### config.mk
export PLATFORM = sky130hd
export DESIGN_NAME = ctrl_regs
export DESIGN_NICKNAME = d
export VERILOG_FILES = /design/src/source/osd_core_pkg.sv /design/src/source/ctrl_regs.sv
export SDC_FILE = /design/constraint.sdc
export NUM_CORES = 1
export LEC_CHECK = 0
export ABC_AREA = 1
export BUFFER_PORTS_ARGS = -buffer_cell sky130_fd_sc_hd__buf_2
export CORE_MARGIN = 8
export CORE_UTILIZATION = 44
export DETAILED_ROUTE_END_ITERATION = 8
export PLACE_DENSITY = 0.79
export SYNTH_ARGS = -nofsm -noshare
export SYNTH_HDL_FRONTEND = slang
export SYNTH_SLANG_ARGS = --single-unit
### constraint.sdc
create_clock -name clk -period 1.2 [get_ports clk]
set_clock_uncertainty 0.2 [all_clocks]
set_input_delay 0.06 -clock clk [delete_from_list [all_inputs] [get_ports clk]]
set_output_delay 0.06 -clock clk [all_outputs]
set_load 0.02 [all_outputs]
### src/source/osd_core_pkg.sv
/*
  shared constants for the osd monitor core
  region codes, control register offsets, overlay geometry,
  colours and common widths
*/

`default_nettype none

package osd_core_pkg;

  ////////////////////////////////////////
  // bus words

  localparam int WORD_W = 32;
  localparam int LANES = WORD_W / 8;

  // address bits 31..28
  localparam logic [3:0] REGION_RAM = 4'h1;
  localparam logic [3:0] REGION_KEYS = 4'h2;
  localparam logic [3:0] REGION_CTRL = 4'h3;

  // word offsets in the control region
  localparam logic [1:0] REG_OSD_EN = 2'd0;
  localparam logic [1:0] REG_KBD_LO = 2'd1;
  localparam logic [1:0] REG_KBD_HI = 2'd2;
  localparam logic [1:0] REG_CORE_RUN = 2'd3;

  ////////////////////////////////////////
  // overlay

  localparam int OSD_WIDTH = 256;
  localparam int OSD_HEIGHT = 64;
  localparam int OSD_BYTES_PER_LINE = OSD_WIDTH / 8;

  // byte address into the 2 KB bitmap
  localparam int FETCH_AW = 11;

  localparam int POS_W = 9;
  localparam int RGB_W = 24;

  localparam logic [RGB_W-1:0] OSD_FG_RGB = 24'hff_ff_ff;
  localparam logic [RGB_W-1:0] OSD_BG_RGB = 24'h30_40_50;

  ////////////////////////////////////////
  // core side

  localparam int KBD_MASK_W = 64;
  localparam int KEY_W = 16;
  localparam int SYNC_STAGES = 3;

endpackage

`default_nettype wire
### src/source/ctrl_regs.sv
/*
  control registers
  osd enable, core run bit and the 64-bit keyboard mask
*/

`default_nettype none

module ctrl_regs
  import osd_core_pkg::*;
(
  input  logic                  clk,
  input  logic                  rst,

  input  logic                  i_reg_stb,
  input  logic                  i_reg_we,
  input  logic [1:0]            i_reg_idx,
  input  logic [WORD_W-1:0]     i_reg_wdata,
  input  logic [LANES-1:0]      i_reg_wsel,
  output logic [WORD_W-1:0]     o_reg_rdata,

  output logic                  o_osd_en,
  output logic                  o_core_run,
  output logic [KBD_MASK_W-1:0] o_keyboard_mask
);

  logic wr;

  // only full word writes land
  assign wr = i_reg_stb & i_reg_we & (&i_reg_wsel);

  always_ff @(posedge clk) begin
    if (rst) begin
      o_osd_en        <= 1'b0;
      o_core_run      <= 1'b0;
      o_keyboard_mask <= '0;
    end else if (wr) begin
      case (i_reg_idx)
        REG_OSD_EN:   o_osd_en <= i_reg_wdata[0];
        REG_KBD_LO:   o_keyboard_mask[WORD_W-1:0] <= i_reg_wdata;
        REG_KBD_HI:   o_keyboard_mask[KBD_MASK_W-1:WORD_W] <= i_reg_wdata;
        REG_CORE_RUN: o_core_run <= i_reg_wdata[0];
      endcase
    end
  end

  ////////////////////////////////////////
  // readback

  always_comb begin
    case (i_reg_idx)
      REG_OSD_EN:   o_reg_rdata = WORD_W'(o_osd_en);
      REG_KBD_LO:   o_reg_rdata = o_keyboard_mask[WORD_W-1:0];
      REG_KBD_HI:   o_reg_rdata = o_keyboard_mask[KBD_MASK_W-1:WORD_W];
      REG_CORE_RUN: o_reg_rdata = WORD_W'(o_core_run);
      default:      o_reg_rdata = '0;
    endcase
  end

endmodule

`default_nettype wire

==> flow_metrics.tcl <==
set metrics [dict create \
    yosys.area_share.simple 0.349 \
    max_freq_ghz 0.743 \
    synth-compound-area-share 0.0565 \
    initial_core_util 0.445 \
    setup_viol 32 \
    yosys_warnings 0 \
    yosysSeqAreaShare 0.369 \
    placed_cell_area_um2 4550 \
    rsz0062_at_grt "yes" \
    cts_max_level 3 \
    clock_latency_ns 0.34 \
    stdcell_count 914 \
    dp.cells 814 \
    r2r-start "o_keyboard_mask[3]" \
    die_h_um 106 \
    first_global_vias 4583 \
    crit_type "reg -> out" \
    path_clk_slew_ns 0.08 \
    layout_setup_ws_ns -0.147 \
    ff2ff_setup_slack_ns 0.11 \
    synthXorXnorAreaFrac 0 \
    tightest_slew_ns 0.242 \
    drc_errors 0 \
    crit_required_ns 0.94 \
    antenna_found_initial 0 \
    globalRouteOverflowTotal 0 \
    cts_root_buffer "clkbuf_8" \
    ios 140 \
    ys_seq_elements 66 \
    irDropWorstVdd_v 0.000501 \
    cap_violations 0 \
    vias_per_cell 5.15 \
    synthAdderAreaFrac 0 \
    die_x_um 106 \
    cts_sinks 66 \
    leakage_uw 0.00321 \
    grt_max_degree 67 \
    end_kind "output port" \
    synthMuxAreaShare 0 \
    cts_buffers 9 \
    cpPeakStageDelay_ns 0.40 \
    cts_tree "done" \
    synth_area_um2 3580 \
    dp_hpwl_um 8220 \
    io_buffers 139 \
    drt_iter0_markers 345 \
    timing.rr.end "o_keyboard_mask[3]" \
    crit_chain "nand2_1 > o2111ai_2 > buf_6" \
    min_period_over_period 1.12 \
    p_per_area_nw_per_um2 821 \
    dieArea_um2 11300 \
    syn2layout_area_growth_pct 73.2 \
    insertedDiodeCount 0 \
    hold-path-endpoint "o_osd_en" \
    synth_top_family_by_area "simple AND/OR/NAND/NOR gates" \
    critPathArrivalTime_ns 1.09 \
    ff2ff_path_depth 6 \
    min_path_type "in -> reg" \
    drive_gt1_frac 0.447 \
    violations "hold timing, setup timing" \
    drtPass1Iterations 5 \
    wl_per_cell_um 16.8 \
    synth.avg_cell_area_um2 6.11 \
    finalMaxSlewViolations 0 \
    core_area_um2 8050 \
    cp-start-kind "flop" \
    status "finished, violations left" \
    fin_crit_ns 1.35 \
    ctsHoldBuffers 33 \
    ys_types 14 \
    cts.path.max_buffers 2 \
    fin_area_um2 6210 \
    syn-instance-count 587 \
    ant_nets 0 \
    routed_wl_um 15300 \
    grt_pass1_wl_um 21900 \
    slew_headroom 0.838 \
    grt.total_usage 0.240 \
    num_vias 4705 \
    worstHoldStart "i_reg_idx[0]" \
    cp_max_fo 3 \
    place.gp.congestion 0.787 \
    whs_ns -0.0386 \
    syn-num-nets 629 \
    holdPathStages 6 \
    cpMaxStageDelayCell "dfxtp_1" \
    row_count 33 \
    finalNetCount 846 \
    finalHoldViolations 1 \
]
[metal layers]
| metal | share of wire | global-route usage | up-vias |
|---|---|---|---|
| met4 | 0.045 | 0.170 | 0 |
| met2 | 0.52 | 0.425 | 299 |
| met3 | 0.086 | 0.0551 | 75 |
| met1 | 0.35 | 0.245 | 2124 |
| met5 | 0 | 0 | - |
| li1 | - | - | 2207 |
[worst max-delay path: cells and delay by family (launching register included)]
kind | cells | cell delay, ns
flops | 1 | 0.40
simple gates | 1 | 0.10
buf+inv | 1 | 0.15
compound gates | 1 | 0.09
[final cells by class]
type	instances	area, um2
clock inverter	6	88.8
timing repair buffer	245	2130
inverter	171	649
tap	105	131
clock buffer	10	138
sequential	66	1400
multi-input combinational	311	1680
fill	537	1840
[through the flow]
step	setup TNS (ns)	hold slack, ns	setup slack, ns	util	total power, uW
after floorplan	0	0.0958	0.0151	-	2530
after global placement	-6.21	0.195	-0.125	0.565	2730
after detailed placement	-8.01	0.206	-0.161	0.565	2740
after CTS	-2.68	-0.0543	-0.121	0.720	4980
after global routing	-4.71	-0.0217	-0.196	0.771	5260
final	-3.05	-0.0386	-0.147	0.771	5100
[cell families after synthesis]
kind of cell | after synthesis
AND/OR/NAND/NOR | 279
buffers and inverters | 210
flip-flops | 66
AO/OA/AOI/OAI | 32
[worst max path at each step]
stage | start | end | depth (start not counted)
finish | o_keyboard_mask[0] | o_reg_rdata[0] | 3
global route | o_core_run | o_reg_rdata[0] | 3
CTS | o_core_run | o_reg_rdata[0] | 3
detailed placement | i_reg_wsel[0] | o_keyboard_mask[42] | 8
global placement | i_reg_wsel[0] | o_keyboard_mask[37] | 8
floorplan | o_core_run | o_reg_rdata[0] | 2
[where the power goes]
group / total (uW) / internal (uW) / switching (uW) / leakage, uW
registers: 2200 / 2200 / 6.65 / 0.000562
clock network: 2180 / 1230 / 951 / 0.000109
logic: 713 / 311 / 402 / 0.00254
[Yosys cell counts, drive strengths merged]
cell	n	area, um2
clkbuf	15	56.3
nor2	70	285
nand4	66	413
nand2	139	522
o2111ai	1	8.76
nand3	4	30.0
buf	24	113
inv	171	642
o22ai	31	194
dfxtp	66	1320
[flip-flops by register name, summed over array words and instances (netlist names)]
name             flops
o_osd_en             1
o_core_run           1
o_keyboard_mask     64
[layout by cell type, fill, tap and decap left out, drive strengths merged]
master / Yosys / layout
clkinvlp: 0 / 2
buf: 24 / 208
bufinv: 0 / 2
clkinv: 0 / 2
dlygate4sd3: 0 / 33
o2111ai: 1 / 1
inv: 171 / 171
nor2: 70 / 70
dfxtp: 66 / 66
nand4: 66 / 66
o22ai: 31 / 31
nand3: 4 / 4
clkbuf: 15 / 14
nand2: 139 / 139
[repair_timing]
item | CTS | global route
endpoints found under the hold margin | 66 | 1
setup buffers | 37 | 10
resized for setup | 181 | 62
gates cloned | 0 | 4
pin swaps | 32 | 13
endpoints found under the setup margin | 32 | 66
Note: power is estimated with default switching activity, not from simulation.
