--- src/source/osd_core_pkg.sv ---
/*
  shared constants for the osd monitor core
  region codes, control register offsets, overlay geometry,
  colours and common widths
*/

`default_nettype none

package osd_core_pkg;

  ////////////////////////////////////////
  // bus words

  localparam int WORD_W = 32;
  localparam int LANES = WORD_W / 8;

  // address bits 31..28
  localparam logic [3:0] REGION_RAM = 4'h1;
  localparam logic [3:0] REGION_KEYS = 4'h2;
  localparam logic [3:0] REGION_CTRL = 4'h3;

  // word offsets in the control region
  localparam logic [1:0] REG_OSD_EN = 2'd0;
  localparam logic [1:0] REG_KBD_LO = 2'd1;
  localparam logic [1:0] REG_KBD_HI = 2'd2;
  localparam logic [1:0] REG_CORE_RUN = 2'd3;

  ////////////////////////////////////////
  // overlay

  localparam int OSD_WIDTH = 256;
  localparam int OSD_HEIGHT = 64;
  localparam int OSD_BYTES_PER_LINE = OSD_WIDTH / 8;

  // byte address into the 2 KB bitmap
  localparam int FETCH_AW = 11;

  localparam int POS_W = 9;
  localparam int RGB_W = 24;

  localparam logic [RGB_W-1:0] OSD_FG_RGB = 24'hff_ff_ff;
  localparam logic [RGB_W-1:0] OSD_BG_RGB = 24'h30_40_50;

  ////////////////////////////////////////
  // core side

  localparam int KBD_MASK_W = 64;
  localparam int KEY_W = 16;
  localparam int SYNC_STAGES = 3;

endpackage

`default_nettype wire
--- src/source/host_bus_fabric.sv ---
/*
  wishbone slave fabric
  region decode, ack generation, read data mux,
  ram arbitration against the raster and key synchroniser
*/

`default_nettype none

module host_bus_fabric
  import osd_core_pkg::*;
#(
  parameter int RAM_AW = 10
) (
  input  logic                clk,
  input  logic                rst,

  input  logic                i_wb_cyc,
  input  logic                i_wb_stb,
  input  logic                i_wb_we,
  input  logic [31:0]         i_wb_adr,
  input  logic [WORD_W-1:0]   i_wb_dat,
  input  logic [LANES-1:0]    i_wb_sel,
  output logic                o_wb_ack,
  output logic [WORD_W-1:0]   o_wb_dat,

  input  logic [KEY_W-1:0]    i_cont_key,

  input  logic                i_fetch,
  input  logic [FETCH_AW-1:0] i_fetch_addr,

  output logic [RAM_AW-1:0]   o_ram_addr,
  output logic [WORD_W-1:0]   o_ram_wdata,
  output logic [LANES-1:0]    o_ram_we,
  input  logic [WORD_W-1:0]   i_ram_rdata,

  output logic                o_reg_stb,
  output logic                o_reg_we,
  output logic [1:0]          o_reg_idx,
  output logic [WORD_W-1:0]   o_reg_wdata,
  output logic [LANES-1:0]    o_reg_wsel,
  input  logic [WORD_W-1:0]   i_reg_rdata
);

  logic [3:0]        region;
  logic              req;
  logic              is_ram;
  logic              ram_go;
  logic              ack_q;
  logic [RAM_AW-1:0] fetch_word;
  logic [WORD_W-1:0] key_word;
  logic [KEY_W-1:0]  key_sync [SYNC_STAGES];

  ////////////////////////////////////////
  // decode

  assign region = i_wb_adr[31:28];
  assign is_ram = (region == REGION_RAM);

  // a request is live until its ack goes out
  assign req = i_wb_cyc & i_wb_stb & ~ack_q;

  // host gets the ram only when the raster leaves it free
  assign ram_go = req & is_ram & ~i_fetch;

  always_ff @(posedge clk) begin
    if (rst) begin
      ack_q <= 1'b0;
    end else begin
      ack_q <= (req & ~is_ram) | ram_go;
    end
  end

  assign o_wb_ack = ack_q;

  ////////////////////////////////////////
  // ram port

  // byte address from the raster, word address to the ram
  assign fetch_word = RAM_AW'(i_fetch_addr[FETCH_AW-1:2]);

  assign o_ram_addr  = i_fetch ? fetch_word : i_wb_adr[RAM_AW+1:2];
  assign o_ram_wdata = i_wb_dat;
  assign o_ram_we    = (ram_go & i_wb_we) ? i_wb_sel : '0;

  ////////////////////////////////////////
  // register port

  assign o_reg_stb   = req & (region == REGION_CTRL);
  assign o_reg_we    = i_wb_we;
  assign o_reg_idx   = i_wb_adr[3:2];
  assign o_reg_wdata = i_wb_dat;
  assign o_reg_wsel  = i_wb_sel;

  ////////////////////////////////////////
  // controller keys

  always_ff @(posedge clk) begin
    key_sync[0] <= i_cont_key;
    for (int i = 1; i < SYNC_STAGES; i++) begin
      key_sync[i] <= key_sync[i-1];
    end
  end

  assign key_word = WORD_W'(key_sync[SYNC_STAGES-1]);

  ////////////////////////////////////////
  // read data

  // address is still held in the ack cycle
  always_comb begin
    case (region)
      REGION_RAM:  o_wb_dat = i_ram_rdata;
      REGION_KEYS: o_wb_dat = key_word;
      REGION_CTRL: o_wb_dat = i_reg_rdata;
      default:     o_wb_dat = '0;
    endcase
  end

endmodule

`default_nettype wire

--- config.mk ---
export PLATFORM = sky130hd
export DESIGN_NAME = host_bus_fabric
export DESIGN_NICKNAME = d
export VERILOG_FILES = /design/src/source/osd_core_pkg.sv /design/src/source/host_bus_fabric.sv
export SDC_FILE = /design/constraint.sdc
export NUM_CORES = 1
export LEC_CHECK = 0
export ABC_AREA = 1
export BUFFER_PORTS_ARGS = -buffer_cell sky130_fd_sc_hd__buf_4
export CAP_MARGIN = 40
export CORE_AREA = 2 2 111 113
export CTS_BUF_LIST = sky130_fd_sc_hd__clkbuf_8
export DETAILED_ROUTE_END_ITERATION = 7
export DIE_AREA = 0 0 113 115
export SKIP_CTS_REPAIR_TIMING = 1
export SLEW_MARGIN = 25
export SYNTH_ARGS = -nofsm -noshare
export SYNTH_HDL_FRONTEND = slang
export SYNTH_SLANG_ARGS = --single-unit
--- constraint.sdc ---
create_clock -name clk -period 0.85 [get_ports clk]
set_input_delay 0 -clock clk [delete_from_list [all_inputs] [get_ports clk]]
set_output_delay 0 -clock clk [all_outputs]
set_load 0.005 [all_outputs]
==> flow_summary.ini <==
[run_status]
status = complete, but fails checks
violations = DRC, setup timing

[power]
total_power_w = 0.00543
p_per_area_nw_per_um2 = 1250
irDropWorstVdd_mv = 0.847
leakage_nw = 2.28

[sta]
hold_viol = 0
drv_slew = 0
setup_violations = 30
fin_hold_ws_ns = 0.00000496
fmax_ghz = 0.911
maxSlewHeadroom = 0.850
rsz0062_at_grt = true
tightest_slew_ns = 0.223
worst_clock_skew_ns = 0.00621
fin_ws_ns = -0.248
fin_crit_sh = 1.29
post-route-min-period_ns = 1.10

[global_route]
grt_pass1_wl_mm = 11.2
grt_max_degree = 42
grt-ovfl-total = 0
grt_usage = 0.111
grt_pass1_vias = 2096
antenna_found_initial = 0

[synth]
synth-xor-area-share = 0
synthDistinctLibCells = 12
synth_cells = 304
synth_top_family_by_area = simple AND/OR/NAND/NOR gates
ys_seq_area_frac = 0.422
synth_seq_cells = 49
synth_fa_ha_area_frac = 0
yosysWarnings = 0
synthMuxAreaShare = 0
synth-simple-area-share = 0.295
synth.avg_cell_area_sq_um = 7.65
synth-compound-area-share = 0
netlist_area_sq_um = 2320
synth_top_area_share = 0.422
synth_nets = 469
yosys.area.top_type = dfxtp_1
synthTopCellsByArea = dfxtp_1 42%, buf_4 25%, nand3_1 14%, nand2_1 13%, inv_1 1.9%

[route]
avgViaCountPerCell = 4.19
firstDrtPassIters = 8
vias = 2443
drt-initial-drc-count = 143
wirelength_mm = 10.2
drc = 18
wl_per_cell_um = 17.5
antenna_left = 0

[layout]
syn_to_final_growth_pct = 87.6
fin_nets = 600
multi_input_area_sq_um = 1090
final_cell_mix = 144 x buf_4, 40 x nand2_1, 38 x nand3_1, 38 x dfxtp_1, 34 x buf_6
drive_gt1_frac = 0.665
insertedDiodeCount = 0
final_core_util = 0.369
final_common_cell = buf_4
seqCellArea_sq_um = 995
fillers = 1190

[die]
fp-row-count = 40
core_sq_um = 11800
dieArea_sq_um = 13000
ios = 284
die_h_um = 115
initial_core_util = 0.197
die_x_um = 113

[placed_design]
io_buffer_count = 167
place.gp.congestion = 0.789
hpwl_mm = 6.74
dp_slack_ns = -0.105

[clocking]
insertion_delay_ns = 0.30
clk_path_buf_depth = 2
cts_made_buffers = 5
tritoncts = done
cts_sinks = 49
clockRootBuffer = clkbuf_8
cts.clk_slew.worst_paths_ns = 0.10
cts_htree_levels = 2

[worst_setup_path]
r2r-end = o_wb_ack
cp_max_fo = 4
cp.required_ns = 0.85
cp.arrival_ns = 1.10
r2r_start = o_wb_ack
crit_type = flop to primary output
reg2reg_depth = 5
r2r_setup_slack_ns = 0.09
worstSetupStartpointType = flop
end_kind = primary output

[hold_path]
min_path_cells = 0
hold_start = i_wb_dat[17]
hold_end = o_ram_wdata[17]
worstHoldPathType = primary input to primary output

[job]
cap_violations = 0
==> report_power, final <==
part           switching, W  internal [W]  leakage (nW)  total, W
clock network      0.000818      0.000899        0.0591   0.00172
registers         0.0000320       0.00242         0.414   0.00245
logic              0.000495      0.000765          1.81   0.00126
==> per-layer routing <==
layer | wire length [um] | GRT usage
met5 | 0 | 0.00741
met4 | 30 | 0.0301
met2 | 5680 | 0.207
met3 | 958 | 0.0506
met1 | 3540 | 0.113
==> stage by stage <==
step                TNS, ns  cell area (sq um)  instances
finish                -1.84               4360        583
global route          -4.24               4360        583
CTS                   -4.00               3400        552
detailed placement    -2.35               3290        544
global placement      -1.91               3290        544
floorplan                 0               2320        304
==> sequential cells by signal, indices dropped and copies added (netlist names) <==
register,flops
o_wb_ack,1
key_sync,48
==> area by class of cell <==
cell class                 instances  area share
inverter                          13      0.0135
sequential                        49       0.228
clock inverter                     3      0.0109
multi-input combinational        158       0.250
tap                              147      0.0422
clock buffer                       5      0.0158
timing repair buffer             208       0.440
==> critical path, cell delays in order, from the launching register on <==
cell,delay [ns]
dfxtp_2,0.34
nor2_4,0.11
nand3_4,0.11
nor2_2,0.12
buf_4,0.11
==> cell families (layout without fill, tap and decap cells) <==
kind of cell / after synthesis / after routing
AND/OR/NAND/NOR: 158 / 158
buffers and inverters: 97 / 229
flip-flops: 49 / 49
==> worst max-delay path by stage <==
stage / slack (ns) / to / depth (start not counted) / from
after floorplan: 0.16 / o_wb_ack / 5 / o_wb_ack
after global placement: -0.1 / o_wb_dat[15] / 8 / i_wb_adr[30]
after detailed placement: -0.10 / o_wb_dat[21] / 8 / i_wb_adr[31]
after CTS: -0.34 / o_ram_we[1] / 4 / o_wb_ack
after global routing: -0.32 / o_ram_we[1] / 4 / o_wb_ack
final: -0.25 / o_ram_we[1] / 4 / o_wb_ack
==> cells in the mapped netlist <==
master / instances
buf_2: 7
buf_4: 76
clkbuf_1: 1
clkinv_1: 1
dfxtp_1: 49
inv_1: 12
nand2_1: 81
nand3_1: 65
nor2_1: 9
nor2_2: 1
nor2_4: 1
nor3_1: 1
No activity file was read; power rests on OpenSTA's default activity.
