[src/source/osd_core_pkg.sv]
/*
  shared constants for the osd monitor core
  region codes, control register offsets, overlay geometry,
  colours and common widths
*/

`default_nettype none

package osd_core_pkg;

  ////////////////////////////////////////
  // bus words

  localparam int WORD_W = 32;
  localparam int LANES = WORD_W / 8;

  // address bits 31..28
  localparam logic [3:0] REGION_RAM = 4'h1;
  localparam logic [3:0] REGION_KEYS = 4'h2;
  localparam logic [3:0] REGION_CTRL = 4'h3;

  // word offsets in the control region
  localparam logic [1:0] REG_OSD_EN = 2'd0;
  localparam logic [1:0] REG_KBD_LO = 2'd1;
  localparam logic [1:0] REG_KBD_HI = 2'd2;
  localparam logic [1:0] REG_CORE_RUN = 2'd3;

  ////////////////////////////////////////
  // overlay

  localparam int OSD_WIDTH = 256;
  localparam int OSD_HEIGHT = 64;
  localparam int OSD_BYTES_PER_LINE = OSD_WIDTH / 8;

  // byte address into the 2 KB bitmap
  localparam int FETCH_AW = 11;

  localparam int POS_W = 9;
  localparam int RGB_W = 24;

  localparam logic [RGB_W-1:0] OSD_FG_RGB = 24'hff_ff_ff;
  localparam logic [RGB_W-1:0] OSD_BG_RGB = 24'h30_40_50;

  ////////////////////////////////////////
  // core side

  localparam int KBD_MASK_W = 64;
  localparam int KEY_W = 16;
  localparam int SYNC_STAGES = 3;

endpackage

`default_nettype wire
[src/source/osd_raster.sv]
/*
  osd raster
  pixel counters, bitmap fetch, pixel shifter and video mux
  all video outputs trail the inputs by two clocks
*/

`default_nettype none

module osd_raster
  import osd_core_pkg::*;
(
  input  logic                clk,
  input  logic                rst,
  input  logic                i_osd_en,

  input  logic                i_vid_hs,
  input  logic                i_vid_vs,
  input  logic                i_vid_de,
  input  logic [RGB_W-1:0]    i_core_rgb,

  output logic                o_fetch,
  output logic [FETCH_AW-1:0] o_fetch_addr,
  input  logic [WORD_W-1:0]   i_ram_rdata,

  output logic                o_vid_hs,
  output logic                o_vid_vs,
  output logic                o_vid_de,
  output logic [RGB_W-1:0]    o_video_rgb
);

  logic [POS_W-1:0] x;
  logic [POS_W-1:0] y;
  logic             osd_active;

  // stage 1
  logic             fetch_p1;
  logic [1:0]       lane_p1;
  logic             active_p1;
  logic             hs_p1;
  logic             vs_p1;
  logic             de_p1;
  logic [RGB_W-1:0] rgb_p1;
  logic [7:0]       fetch_byte;

  // stage 2
  logic             active_p2;
  logic [RGB_W-1:0] rgb_p2;
  logic [7:0]       pix_shift;
  logic [RGB_W-1:0] osd_rgb;

  ////////////////////////////////////////
  // pixel counters

  always_ff @(posedge clk) begin
    if (rst) begin
      x <= '0;
      y <= '0;
    end else begin
      if (i_vid_hs) begin
        x <= '0;
      end else if (i_vid_de) begin
        x <= x + 1'b1;
      end
      // a nonzero x means the line had active pixels
      if (i_vid_vs) begin
        y <= '0;
      end else if (i_vid_hs && x != '0) begin
        y <= y + 1'b1;
      end
    end
  end

  ////////////////////////////////////////
  // window and fetch

  assign osd_active = i_osd_en & i_vid_de & (y < POS_W'(OSD_HEIGHT)) & (x < POS_W'(OSD_WIDTH));

  // one byte every eight pixels
  assign o_fetch      = osd_active & (x[2:0] == 3'd0);
  assign o_fetch_addr = FETCH_AW'(y * OSD_BYTES_PER_LINE) + FETCH_AW'(x >> 3);

  ////////////////////////////////////////
  // two-stage video pipeline

  always_ff @(posedge clk) begin
    if (rst) begin
      fetch_p1  <= 1'b0;
      active_p1 <= 1'b0;
      hs_p1     <= 1'b0;
      vs_p1     <= 1'b0;
      de_p1     <= 1'b0;
      active_p2 <= 1'b0;
      o_vid_hs  <= 1'b0;
      o_vid_vs  <= 1'b0;
      o_vid_de  <= 1'b0;
    end else begin
      fetch_p1  <= o_fetch;
      active_p1 <= osd_active;
      hs_p1     <= i_vid_hs;
      vs_p1     <= i_vid_vs;
      de_p1     <= i_vid_de;
      active_p2 <= active_p1;
      o_vid_hs  <= hs_p1;
      o_vid_vs  <= vs_p1;
      o_vid_de  <= de_p1;
    end
  end

  always_ff @(posedge clk) begin
    lane_p1 <= o_fetch_addr[1:0];
    rgb_p1  <= i_core_rgb;
    rgb_p2  <= rgb_p1;
    // msb is the leftmost pixel
    if (fetch_p1) begin
      pix_shift <= fetch_byte;
    end else begin
      pix_shift <= {pix_shift[6:0], 1'b0};
    end
  end

  // ram word arrives one cycle after the fetch
  always_comb begin
    case (lane_p1)
      2'd0:    fetch_byte = i_ram_rdata[7:0];
      2'd1:    fetch_byte = i_ram_rdata[15:8];
      2'd2:    fetch_byte = i_ram_rdata[23:16];
      default: fetch_byte = i_ram_rdata[31:24];
    endcase
  end

  ////////////////////////////////////////
  // colour

  assign osd_rgb = pix_shift[7] ? OSD_FG_RGB : OSD_BG_RGB;

  assign o_video_rgb = !o_vid_de ? '0 : (active_p2 ? osd_rgb : rgb_p2);

endmodule

`default_nettype wire

[config.mk]
export PLATFORM = sky130hd
export DESIGN_NAME = osd_raster
export DESIGN_NICKNAME = d
export VERILOG_FILES = /design/src/source/osd_core_pkg.sv /design/src/source/osd_raster.sv
export SDC_FILE = /design/constraint.sdc
export NUM_CORES = 1
export LEC_CHECK = 0
export BUFFER_PORTS_ARGS = -buffer_cell sky130_fd_sc_hd__buf_2
export CAP_MARGIN = 30
export CELL_PAD_IN_SITES_DETAIL_PLACEMENT = 0
export CELL_PAD_IN_SITES_GLOBAL_PLACEMENT = 2
export CORE_MARGIN = 2
export CORE_UTILIZATION = 34
export CTS_BUF_LIST = sky130_fd_sc_hd__clkbuf_4 sky130_fd_sc_hd__clkbuf_8
export DETAILED_ROUTE_END_ITERATION = 16
export PLACE_DENSITY_LB_ADDON = 0.15
export SLEW_MARGIN = 5
export SYNTH_ARGS = -nofsm -noshare
export SYNTH_HDL_FRONTEND = slang
export SYNTH_SLANG_ARGS = --single-unit
[constraint.sdc]
create_clock -name clk -period 3.1 [get_ports clk]
set_input_delay 0.155 -clock clk [delete_from_list [all_inputs] [get_ports clk]]
set_output_delay 0.155 -clock clk [all_outputs]
set_load 0.02 [all_outputs]
==> results of run 1 <==
[how the worst max path moves through the flow]
stage,startpoint,slack (ns),end,cells after the start
CTS,active_p2,1.11,o_video_rgb[5],4
global route,active_p2,0.96,o_video_rgb[23],4
global placement,x[0],1.28,y[5],6
floorplan,x[0],1.45,y[5],6
finish,active_p2,1.18,o_video_rgb[5],4
detailed placement,x[0],1.22,y[5],6
[logic make-up (layout without fill, tap and decap cells)]
logic type | after synthesis | after routing | synth area share, %
buf+inv | 22 | 143 | 3.563
simple gates | 79 | 79 | 15.09
compound gates | 41 | 41 | 9.137
flops | 85 | 85 | 57.00
mux | 16 | 16 | 9.011
xor+xnor | 14 | 14 | 4.107
fa+ha+maj | 5 | 5 | 2.096
[power breakdown]
group / switching (mW) / internal, mW
Sequential: 0.0154 / 1.14
Clock: 0.405 / 0.389
Combinational: 0.0578 / 0.0867
Total: 0.479 / 1.62
[registers in the layout, summed over array words and instances (netlist names)]
name	cells
active_p1	1
active_p2	1
de_p1	1
fetch_p1	1
hs_p1	1
lane_p1	2
o_vid_de	1
o_vid_hs	1
o_vid_vs	1
pix_shift	8
rgb_p1	24
rgb_p2	24
vs_p1	1
x	9
y	9
[synth_stat cells (2+ instances only)]
| library cell | count | area (um^2) |
|---|---|---|
| sky130_fd_sc_hd__a21boi_0 | 19 | 142.6 |
| sky130_fd_sc_hd__xnor2_1 | 6 | 52.55 |
| sky130_fd_sc_hd__inv_1 | 2 | 7.510 |
| sky130_fd_sc_hd__buf_1 | 2 | 7.510 |
| sky130_fd_sc_hd__nor2_1 | 14 | 52.55 |
| sky130_fd_sc_hd__buf_4 | 5 | 37.54 |
| sky130_fd_sc_hd__nand2_1 | 10 | 37.54 |
| sky130_fd_sc_hd__nor2b_1 | 7 | 43.79 |
| sky130_fd_sc_hd__buf_2 | 4 | 20.02 |
| sky130_fd_sc_hd__dfxtp_1 | 85 | 1702 |
| sky130_fd_sc_hd__or2_2 | 2 | 12.51 |
| sky130_fd_sc_hd__o21ai_0 | 6 | 30.03 |
| sky130_fd_sc_hd__clkbuf_1 | 9 | 33.78 |
| sky130_fd_sc_hd__nand3_1 | 4 | 20.02 |
| sky130_fd_sc_hd__mux4_2 | 8 | 180.2 |
| sky130_fd_sc_hd__nand4_1 | 6 | 37.54 |
| sky130_fd_sc_hd__mux2_2 | 7 | 78.83 |
| sky130_fd_sc_hd__and3_1 | 3 | 18.77 |
| sky130_fd_sc_hd__or3_1 | 5 | 31.28 |
| sky130_fd_sc_hd__a21oi_1 | 9 | 45.04 |
| sky130_fd_sc_hd__o21a_1 | 5 | 37.54 |
| sky130_fd_sc_hd__ha_1 | 5 | 62.56 |
| sky130_fd_sc_hd__nand2b_1 | 20 | 125.1 |
| sky130_fd_sc_hd__xor2_1 | 8 | 70.07 |
[timing repair]
action	4_1_cts	5_1_grt
gates resized for setup	0	0
hold buffers	24	0
endpoints found under the hold margin	24	0
[routing by layer]
layer  up-vias  share of wire (%)  wire length, um
met4         0                2.1              123
met1       985                 48             2799
met5         -                  0                0
li1       1123                  -                -
met2        49                 46             2729
met3        13                4.0              233
[cell type report]
cell class	count	area, um^2	area share, %
Clock inverter	6	71.32	1.795
Tap cell	108	135.1	3.402
Sequential cell	85	1702	42.83
Timing Repair Buffer	125	748.2	18.83
Multi-Input combinational cell	155	1177	29.64
Clock buffer	10	131.4	3.307
Inverter	2	7.507	0.1890
[worst register-to-register path, cell delays in order (launching register included)]
cell                      delay (ns)
sky130_fd_sc_hd__dfxtp_1        0.40
sky130_fd_sc_hd__inv_1          0.06
sky130_fd_sc_hd__ha_1           0.20
sky130_fd_sc_hd__nor4b_2        0.18
sky130_fd_sc_hd__a21bo_1        0.31
sky130_fd_sc_hd__or4_1          0.52
sky130_fd_sc_hd__a21oi_1        0.14
[stage by stage]
step	setup slack [ns]	instance area [um^2]
after global placement	1.279	3530
after CTS	1.109	3973
after floorplan	1.453	2985
after global routing	0.9608	3973
final	1.184	3973
after detailed placement	1.219	3530
==> results_dict.tcl, run 1 <==
set metrics [dict create \
    fin_worst_skew_ns 0.008830 \
    synth_sequential_area_ratio_pct 57.00 \
    detailroute.via_count 2170 \
    die_height_um 97.71 \
    async_reset_ff_share_pct 0 \
    post-place-cells 451 \
    firstDrtPassIters 3 \
    die_width_um 97.71 \
    antenna_cells 0 \
    setup-tns-final_ns 0 \
    iter_0_drt_violations 46 \
    port-buffer-count 100 \
    synth_top_flop_cell "sky130_fd_sc_hd__dfxtp_1" \
    post_layout_utilization_of_the_core_pct 46.00 \
    area_delta_synth_final_pct 33.07 \
    floorplan.die_area_um2 9546 \
    global_route.usage.met2_pct 21.22 \
    worstHoldEndpoint "vs_p1" \
    timing.critical_path.fanout_max 25 \
    timing.critical_path.buf_inv 2 \
    avgSynthCellArea_um2 11.39 \
    avgRoutedWirePerCell_um 11.99 \
    clock_slew_at_the_register_clock_pins_of_the_worst_setup_and_hold_paths_ns 0.09 \
    row_count 34 \
    grtUsageTotal_pct 13.42 \
    slowest_delay_ns 0.37 \
    drive_above_1_share_pct 35.51 \
    route.final.wire_length_um 5886 \
    boundaryPins 101 \
    clock_sink_count 85 \
    run_status "finished clean" \
    initial_core_util_pct 34.57 \
    grt_pass1_wl_um 10270 \
    most-common-layout-cells "sky130_fd_sc_hd__buf_2 (100), sky130_fd_sc_hd__dfxtp_1 (85), sky130_fd_sc_hd__dlygate4sd3_1 (24)" \
    clk_latency_ns 0.34 \
    pwr_density_cell_nw_per_um2 527.2 \
    count_of_unique_library_cells_instantiated_by_yosys 35 \
    worst-endpoint-required_ns 2.94 \
    critical_path.top_delay_family "buffers and inverters" \
    drt-vias-per-instance 4.420 \
    time_the_final_worst_path_needs_with_i_o_delays_and_setup_ns 1.916 \
    number_of_enable_type_register_cells_in_the_synthesized_netlist 0 \
    worst_r2r_endpoint "y[5]" \
    drt_drc_violations_left 0 \
    first_global_vias 2166 \
    yosysWarningCount 0 \
    gp_congestion 0.7322 \
    antenna_found_initial 0 \
    grt_util_met1_pct 17.36 \
    layout.cells.most_common "sky130_fd_sc_hd__buf_2" \
    setup_viol 0 \
    cts_max_path_buffers 2 \
    leakagePower_nw 1.746 \
    tritoncts.num_buffers 9 \
    irDropWorstVdd_mv 0.1967 \
    worst-r2r-cell-count 6 \
    finalHoldViolations 0 \
    filler_cell_count 843 \
    ys_ff_latch 85 \
    instances_no_fill 491 \
    core_area_um2 8636 \
    grt_setup_unrepaired "false" \
    max_cap_viol_count 0 \
    fin_total_pwr_mw 2.094 \
    crit_type "reg2out" \
    setup.reg_to_reg.worst_slack_ns 1.23 \
    fin_nets 445 \
    hold-path-cell-count 2 \
    fin_crit_sh_pct 61.81 \
    path_cells "buf_4 > nand2_1 > a21boi_0 > buf_2" \
    worst_ep_arrival_time_ns 1.76 \
    mappedNetlistNets 329 \
    met3_usage_pct 2.950 \
    worst_hold_path_type "in2reg" \
    regToRegStartpoint "x[0]" \
    grt_start_max_net_pins 26 \
    slew_viol_final 0 \
    synth_cells 262 \
    worst_slew_pin_slew_ns 0.7213 \
    cts_htree_levels 3 \
    timing.max_slew.rel_slack_pct 51.84 \
    post-cts-setup-buffers 0 \
    max_freq_mhz 521.9 \
    ant_nets 0 \
    setup.worst_path.end_class "primary output" \
    hold_ws_ns 0.04971 \
    grt-busiest-layer "met2" \
    grt_remaining_overflow 0 \
    tritoncts_clock_tree "done" \
    cts-root-buf "sky130_fd_sc_hd__clkbuf_8" \
    dp_hpwl_um 4058 \
    timing.critical_path.slowest_stage_cell "sky130_fd_sc_hd__nand2_1" \
    hp-start "i_vid_vs" \
    syn-cell-area_um2 2985 \
    cp-start-kind "flop" \
]
No activity file was read; power rests on OpenSTA's default activity.
==> run 2: changes to the inputs <==
--- a/config.mk
+++ b/config.mk
@@ -10,7 +10,7 @@
 export CELL_PAD_IN_SITES_DETAIL_PLACEMENT = 0
 export CELL_PAD_IN_SITES_GLOBAL_PLACEMENT = 2
 export CORE_MARGIN = 2
-export CORE_UTILIZATION = 34
+export CORE_UTILIZATION = 32
 export CTS_BUF_LIST = sky130_fd_sc_hd__clkbuf_4 sky130_fd_sc_hd__clkbuf_8
 export DETAILED_ROUTE_END_ITERATION = 16
 export PLACE_DENSITY_LB_ADDON = 0.15
==> constraint.sdc (replaced) <==
create_clock -name clk -period 1.85 [get_ports clk]
set_input_delay 0.0925 -clock clk [delete_from_list [all_inputs] [get_ports clk]]
set_output_delay 0.0925 -clock clk [all_outputs]
set_load 0.02 [all_outputs]
==> run 2 against run 1 <==
  * Sequential share of layout area fell by 0.59 points
  * Global-route usage is 0.39 points lower
  * Register-to-register slack lost 1.1 ns
  * Critical endpoint is now y[5]
  * Largest cell class unchanged
  * Largest power group unchanged
==> results_dict.tcl, run 2 (synthesized netlist as in run 1, its figures left out) <==
set metrics [dict create \
    cts_max_path_buffers 2 \
    leakagePower_nw 1.783 \
    detailroute.wirelength.met2_um 3141 \
    area_delta_synth_final_pct 35.12 \
    cts_htree_levels 3 \
    timing.critical_path.buf_inv 1 \
    worst-endpoint-required_ns 2.13 \
    die_height_um 100.6 \
    power.share.sequential_pct 55.5 \
    avgRoutedWirePerCell_um 12.50 \
    post-place-cells 461 \
    fin_nets 453 \
    setup.worst_path.end_class "flop" \
    die_width_um 100.6 \
    tritoncts_clock_tree "done" \
    instances_no_fill 501 \
    worst_ep_arrival_time_ns 2.02 \
    regArea_um2 1704 \
    critical_path.top_delay_family "simple AND/OR/NAND/NOR gates" \
    timing.critical_path.fanout_max 8 \
    post-cts-setup-buffers 0 \
    grt_pass1_wl_um 10160 \
    core_area_um2 9153 \
    pwr_density_cell_nw_per_um2 863.7 \
    run_status "finished clean" \
    path_cells "inv_1 > ha_1 > nor4b_2 > a21bo_2 > or4_1 > a21oi_1" \
    initial_core_util_pct 32.62 \
    drt_drc_violations_left 0 \
    finalHoldViolations 0 \
    floorplan.die_area_um2 10120 \
    layout.cells.most_common "sky130_fd_sc_hd__buf_2" \
    grt_remaining_overflow 0 \
    firstDrtPassIters 4 \
    row_count 35 \
    worst_slack_ns 0.1120 \
    routedLengthMet1_um 2734 \
    antenna_cells 0 \
    filler_cell_count 907 \
    grtUsageTotal_pct 13.02 \
    route.final.wire_length_um 6265 \
    fin_worst_skew_ns 0.007749 \
    tritoncts.num_buffers 9 \
    slew_viol_final 0 \
    clock_slew_at_the_register_clock_pins_of_the_worst_setup_and_hold_paths_ns 0.08 \
    fin_total_pwr_mw 3.484 \
    reg.largest.list "rgb_p1 x24, rgb_p2 x24" \
    setup-tns-final_ns 0 \
    most-common-layout-cells "sky130_fd_sc_hd__buf_2 (100), sky130_fd_sc_hd__dfxtp_1 (83), sky130_fd_sc_hd__dlygate4sd3_1 (25)" \
    cp-start-kind "flop" \
    detailroute.via_count 2223 \
    clk_latency_ns 0.35 \
    irDropWorstVdd_mv 0.3367 \
    timing.max_slew.rel_slack_pct 64.32 \
    ant_nets 0 \
    power.switching_mw 0.7949 \
    time_the_final_worst_path_needs_with_i_o_delays_and_setup_ns 1.738 \
    drive_above_1_share_pct 37.18 \
    cts-root-buf "sky130_fd_sc_hd__clkbuf_8" \
    p_clk_share_pct 37.2 \
    boundaryPins 101 \
    highest-signal-layer "met4" \
    gp_congestion 0.7582 \
    drt-vias-per-instance 4.437 \
    netSwitchingFraction_pct 22.82 \
    setup_viol 0 \
    slowest_delay_ns 0.51 \
    first_global_vias 2200 \
    wl_met3_um 292 \
    worst_hold_path_type "in2reg" \
    clock_sink_count 85 \
    max_freq_mhz 575.4 \
    dp_hpwl_um 4401 \
    worst_slew_pin_slew_ns 0.5338 \
    iter_0_drt_violations 64 \
    hold_ws_ns 0.05999 \
    crit_type "reg2reg" \
    p_int_mw 2.689 \
    multi_input_combinational_cell_area_um2 1177 \
    preCtsSetupSlack_ns 0.05893 \
    p_comb_share_pct 7.4 \
    timing.critical_path.slowest_stage_cell "sky130_fd_sc_hd__or4_1" \
    grt_setup_unrepaired "false" \
    max_cap_viol_count 0 \
    antenna_found_initial 0 \
    port-buffer-count 100 \
    fin_crit_sh_pct 93.95 \
    grt_start_max_net_pins 26 \
]
[run 2: what timing repair did]
action | in CTS | in global routing
endpoints found under the hold margin | 25 | 0
setup endpoints to repair | 0 | 3
hold buffers | 25 | 0
gates resized for setup | 0 | 3
[run 2: power by group through the flow]
| stage | registers [mW] | logic, mW | clock network [mW] |
|---|---|---|---|
| after floorplan | 1.97 | 0.114 | 0 |
| after global placement | 1.97 | 0.212 | 0 |
| after detailed placement | 1.98 | 0.217 | 0 |
| after CTS | 1.93 | 0.261 | 1.35 |
| after global routing | 1.94 | 0.284 | 1.43 |
| final | 1.93 | 0.256 | 1.30 |
[run 2: per-stage QoR]
step	utilization (%)	cell area (um^2)
6_report	44.07	4034
5_1_grt	44.07	4034
4_1_cts	44.05	4031
3_5_place_dp	39.18	3586
3_3_place_gp	39.18	3586
2_1_floorplan	-	2985
[run 2: area by class of cell]
class | count | share of cell area (%)
multi-input combinational | 155 | 29.19
clock inverter | 6 | 1.768
clock buffer | 9 | 3.071
timing repair buffer | 133 | 20.10
sequential | 85 | 42.25
tap | 111 | 3.443
inverter | 2 | 0.1861
[run 2: metal layers]
layer,global-route usage [%],vias to the layer above
met1,14.40,1025
met5,0,-
li1,-,1138
met2,23.23,50
met3,3.814,10
met4,5.374,0
[run 2: worst paths after layout]
path,startpoint,end,slack (ns),cells past startpoint
worst max-delay path,x[1],y[5],0.11,6
worst min-delay path,i_vid_hs,hs_p1,0.06,2
worst max register to register,x[1],y[5],0.11,6
worst min register to register,rgb_p1[11],rgb_p2[11],0.33,0
==> run 3: changes to the inputs <==
--- a/config.mk
+++ b/config.mk
@@ -13,6 +13,7 @@
 export CORE_UTILIZATION = 32
 export CTS_BUF_LIST = sky130_fd_sc_hd__clkbuf_4 sky130_fd_sc_hd__clkbuf_8
 export DETAILED_ROUTE_END_ITERATION = 16
+export MAX_ROUTING_LAYER = met4
 export PLACE_DENSITY_LB_ADDON = 0.15
 export SLEW_MARGIN = 5
 export SYNTH_ARGS = -nofsm -noshare
==> constraint.sdc (replaced) <==
create_clock -name clk -period 1.8 [get_ports clk]
set_input_delay 0.09 -clock clk [delete_from_list [all_inputs] [get_ports clk]]
set_output_delay 0.09 -clock clk [all_outputs]
set_load 0.02 [all_outputs]
==> run 3 against run 2 <==
  * Critical path depth grew 1
  * Via count grew 0.90%
  * Core utilization shrank 0.055 points
  * Count of clock-buffer cells in the layout is the same
  * Die area is the same
  * Routed wire length shrank 0.88%
  * Sequential share of layout area grew 0.084 points
  * Critical endpoint is now y[7]
==> results_dict.tcl, run 3 (synthesized netlist as in run 1, its figures left out) <==
set metrics [dict create \
    clock_sink_count 85 \
    cp-start-kind "flop" \
    design_area_um2 4029 \
    max_freq_mhz 588.4 \
    finalHoldViolations 0 \
    drt-vias-per-instance 4.477 \
    grt_start_max_net_pins 26 \
    setup.worst_path.end_class "flop" \
    grtUsageTotal_pct 13.17 \
    worst_hold_path_type "in2reg" \
    die_width_um 100.6 \
    floorplan.die_area_um2 10120 \
    grt_setup_unrepaired "false" \
    placed_cell_area_um2 3586 \
    run_status "finished clean" \
    detailroute.via_count 2243 \
    pwr_density_cell_nw_per_um2 853.7 \
    path_cells "inv_1 > ha_1 > nor4b_2 > a21bo_1 > buf_4 > or3_1 > a21oi_2" \
    filler_cell_count 931 \
    tritoncts.num_buffers 9 \
    avgRoutedWirePerCell_um 12.40 \
    route.final.wire_length_um 6210 \
    ant_nets 0 \
    time_the_final_worst_path_needs_with_i_o_delays_and_setup_ns 1.699 \
    most-common-layout-cells "sky130_fd_sc_hd__buf_2 (100), sky130_fd_sc_hd__dfxtp_1 (82), sky130_fd_sc_hd__dlygate4sd3_1 (25)" \
    area_delta_synth_final_pct 34.95 \
    port-buffer-count 100 \
    fin_worst_skew_ns 0.004267 \
    crit_type "reg2reg" \
    antenna_found_initial 0 \
    setup_viol 0 \
    irDropWorstVdd_mv 0.4267 \
    reg.largest.list "rgb_p1 x24, rgb_p2 x24" \
    cts_max_path_buffers 2 \
    cts-root-buf "sky130_fd_sc_hd__clkbuf_8" \
    antenna_cells 0 \
    grt_pass1_wl_um 9915 \
    timing.critical_path.slowest_stage_cell "sky130_fd_sc_hd__dfxtp_2" \
    boundaryPins 101 \
    drt_drc_violations_left 0 \
    drive_above_1_share_pct 38.21 \
    worst-endpoint-required_ns 2.08 \
    fin_crit_sh_pct 94.42 \
    row_count 35 \
    timing.max_slew.rel_slack_pct 67.58 \
    dp_hpwl_um 4376 \
    setup-tns-final_ns 0 \
    timing.critical_path.buf_inv 2 \
    timing.critical_path.fanout_max 9 \
    first_global_vias 2089 \
    max_cap_viol_count 0 \
    multi_input_combinational_cell_area_um2 1194 \
    critical_path.top_delay_family "simple AND/OR/NAND/NOR gates" \
    grt_remaining_overflow 0 \
    leakagePower_nw 1.773 \
    tritoncts_clock_tree "done" \
    layout.cells.most_common "sky130_fd_sc_hd__buf_2" \
    regArea_um2 1705 \
    slowest_delay_ns 0.36 \
    gp_congestion 0.7739 \
    fin_nets 453 \
    cts_htree_levels 3 \
    worst_ep_arrival_time_ns 1.98 \
    core_area_um2 9153 \
    die_height_um 100.6 \
    initial_core_util_pct 32.62 \
    firstDrtPassIters 3 \
    worst_slew_pin_slew_ns 0.4857 \
    clk_latency_ns 0.34 \
    slew_viol_final 0 \
    clock_slew_at_the_register_clock_pins_of_the_worst_setup_and_hold_paths_ns 0.09 \
    iter_0_drt_violations 45 \
]
==> run 3: cell types whose count changed in the layout (fill, tap and decap cells not counted) <==
cell / delta
sky130_fd_sc_hd__a21bo_1: +1
sky130_fd_sc_hd__clkinvlp_4: +1
sky130_fd_sc_hd__a21oi_1: -2
sky130_fd_sc_hd__dfxtp_1: -1
sky130_fd_sc_hd__inv_6: -1
sky130_fd_sc_hd__dfxtp_2: +1
sky130_fd_sc_hd__clkinv_4: +1
sky130_fd_sc_hd__nand2_1: -1
sky130_fd_sc_hd__a21oi_2: +2
sky130_fd_sc_hd__nor4b_1: -1
sky130_fd_sc_hd__a21bo_2: -1
sky130_fd_sc_hd__nor4b_2: +1
sky130_fd_sc_hd__nand2_2: +1
sky130_fd_sc_hd__bufinv_16: -1
==> run 3: layout make-up <==
type | count | share of cell area, %
flip-flops and latches | 85 | 42.33
clock buffers | 9 | 3.075
clock inverters | 6 | 1.211
multi-input cells | 155 | 29.63
well taps | 111 | 3.447
repair buffers | 133 | 20.12
inverters | 2 | 0.1863
==> run 3: through the flow <==
stage	power, mW	util, %	worst slack [ns]	cells	hold WS (ns)
2_1_floorplan	2.145	-	0.1532	262	0.1177
3_3_place_gp	2.249	39.18	0.1369	461	0.1928
3_5_place_dp	2.255	39.18	0.07906	461	0.1936
4_1_cts	3.504	43.81	0.01811	501	0.03159
5_1_grt	3.619	44.02	0.004306	501	0.04620
6_report	3.440	44.02	0.1005	501	0.04376
==> run 3: worst register-to-register path: stages, from the launching register on <==
cell and delay, ns:
sky130_fd_sc_hd__dfxtp_2 0.36, sky130_fd_sc_hd__inv_1 0.04, sky130_fd_sc_hd__ha_1 0.18, sky130_fd_sc_hd__nor4b_2 0.18
sky130_fd_sc_hd__a21bo_1 0.22, sky130_fd_sc_hd__buf_4 0.16, sky130_fd_sc_hd__or3_1 0.37, sky130_fd_sc_hd__a21oi_2 0.13
==> run 3: worst paths after layout <==
path	cells after the start	from	endpoint	slack, ns
worst max-delay path	7	x[1]	y[7]	0.10
worst min-delay path	2	i_vid_hs	hs_p1	0.04
worst max register to register	7	x[1]	y[7]	0.10
worst min register to register	0	rgb_p1[16]	rgb_p2[16]	0.33
==> run 3: repair_timing <==
item,in CTS,in global routing
gates resized for setup,1,6
endpoints found under the setup margin,2,10
hold buffers,25,0
setup buffers,0,0
endpoints found under the hold margin,25,0
==> run 3: power breakdown <==
group | leakage, nW | internal (mW) | total (mW) | switching, mW
combinational | 0.987 | 0.155 | 0.263 | 0.108
clock | 0.0779 | 0.502 | 1.19 | 0.688
sequential | 0.708 | 1.96 | 1.99 | 0.0226
==> run 3: layer usage <==
| metal | vias up | part of all wire (%) | track usage, % |
|---|---|---|---|
| met1 | 1041 | 45 | 16.37 |
| met2 | 53 | 48 | 19.90 |
| li1 | 1135 | - | - |
| met3 | 14 | 5.1 | 3.259 |
| met5 | - | 0 | - |
| met4 | 0 | 2.3 | 6.639 |
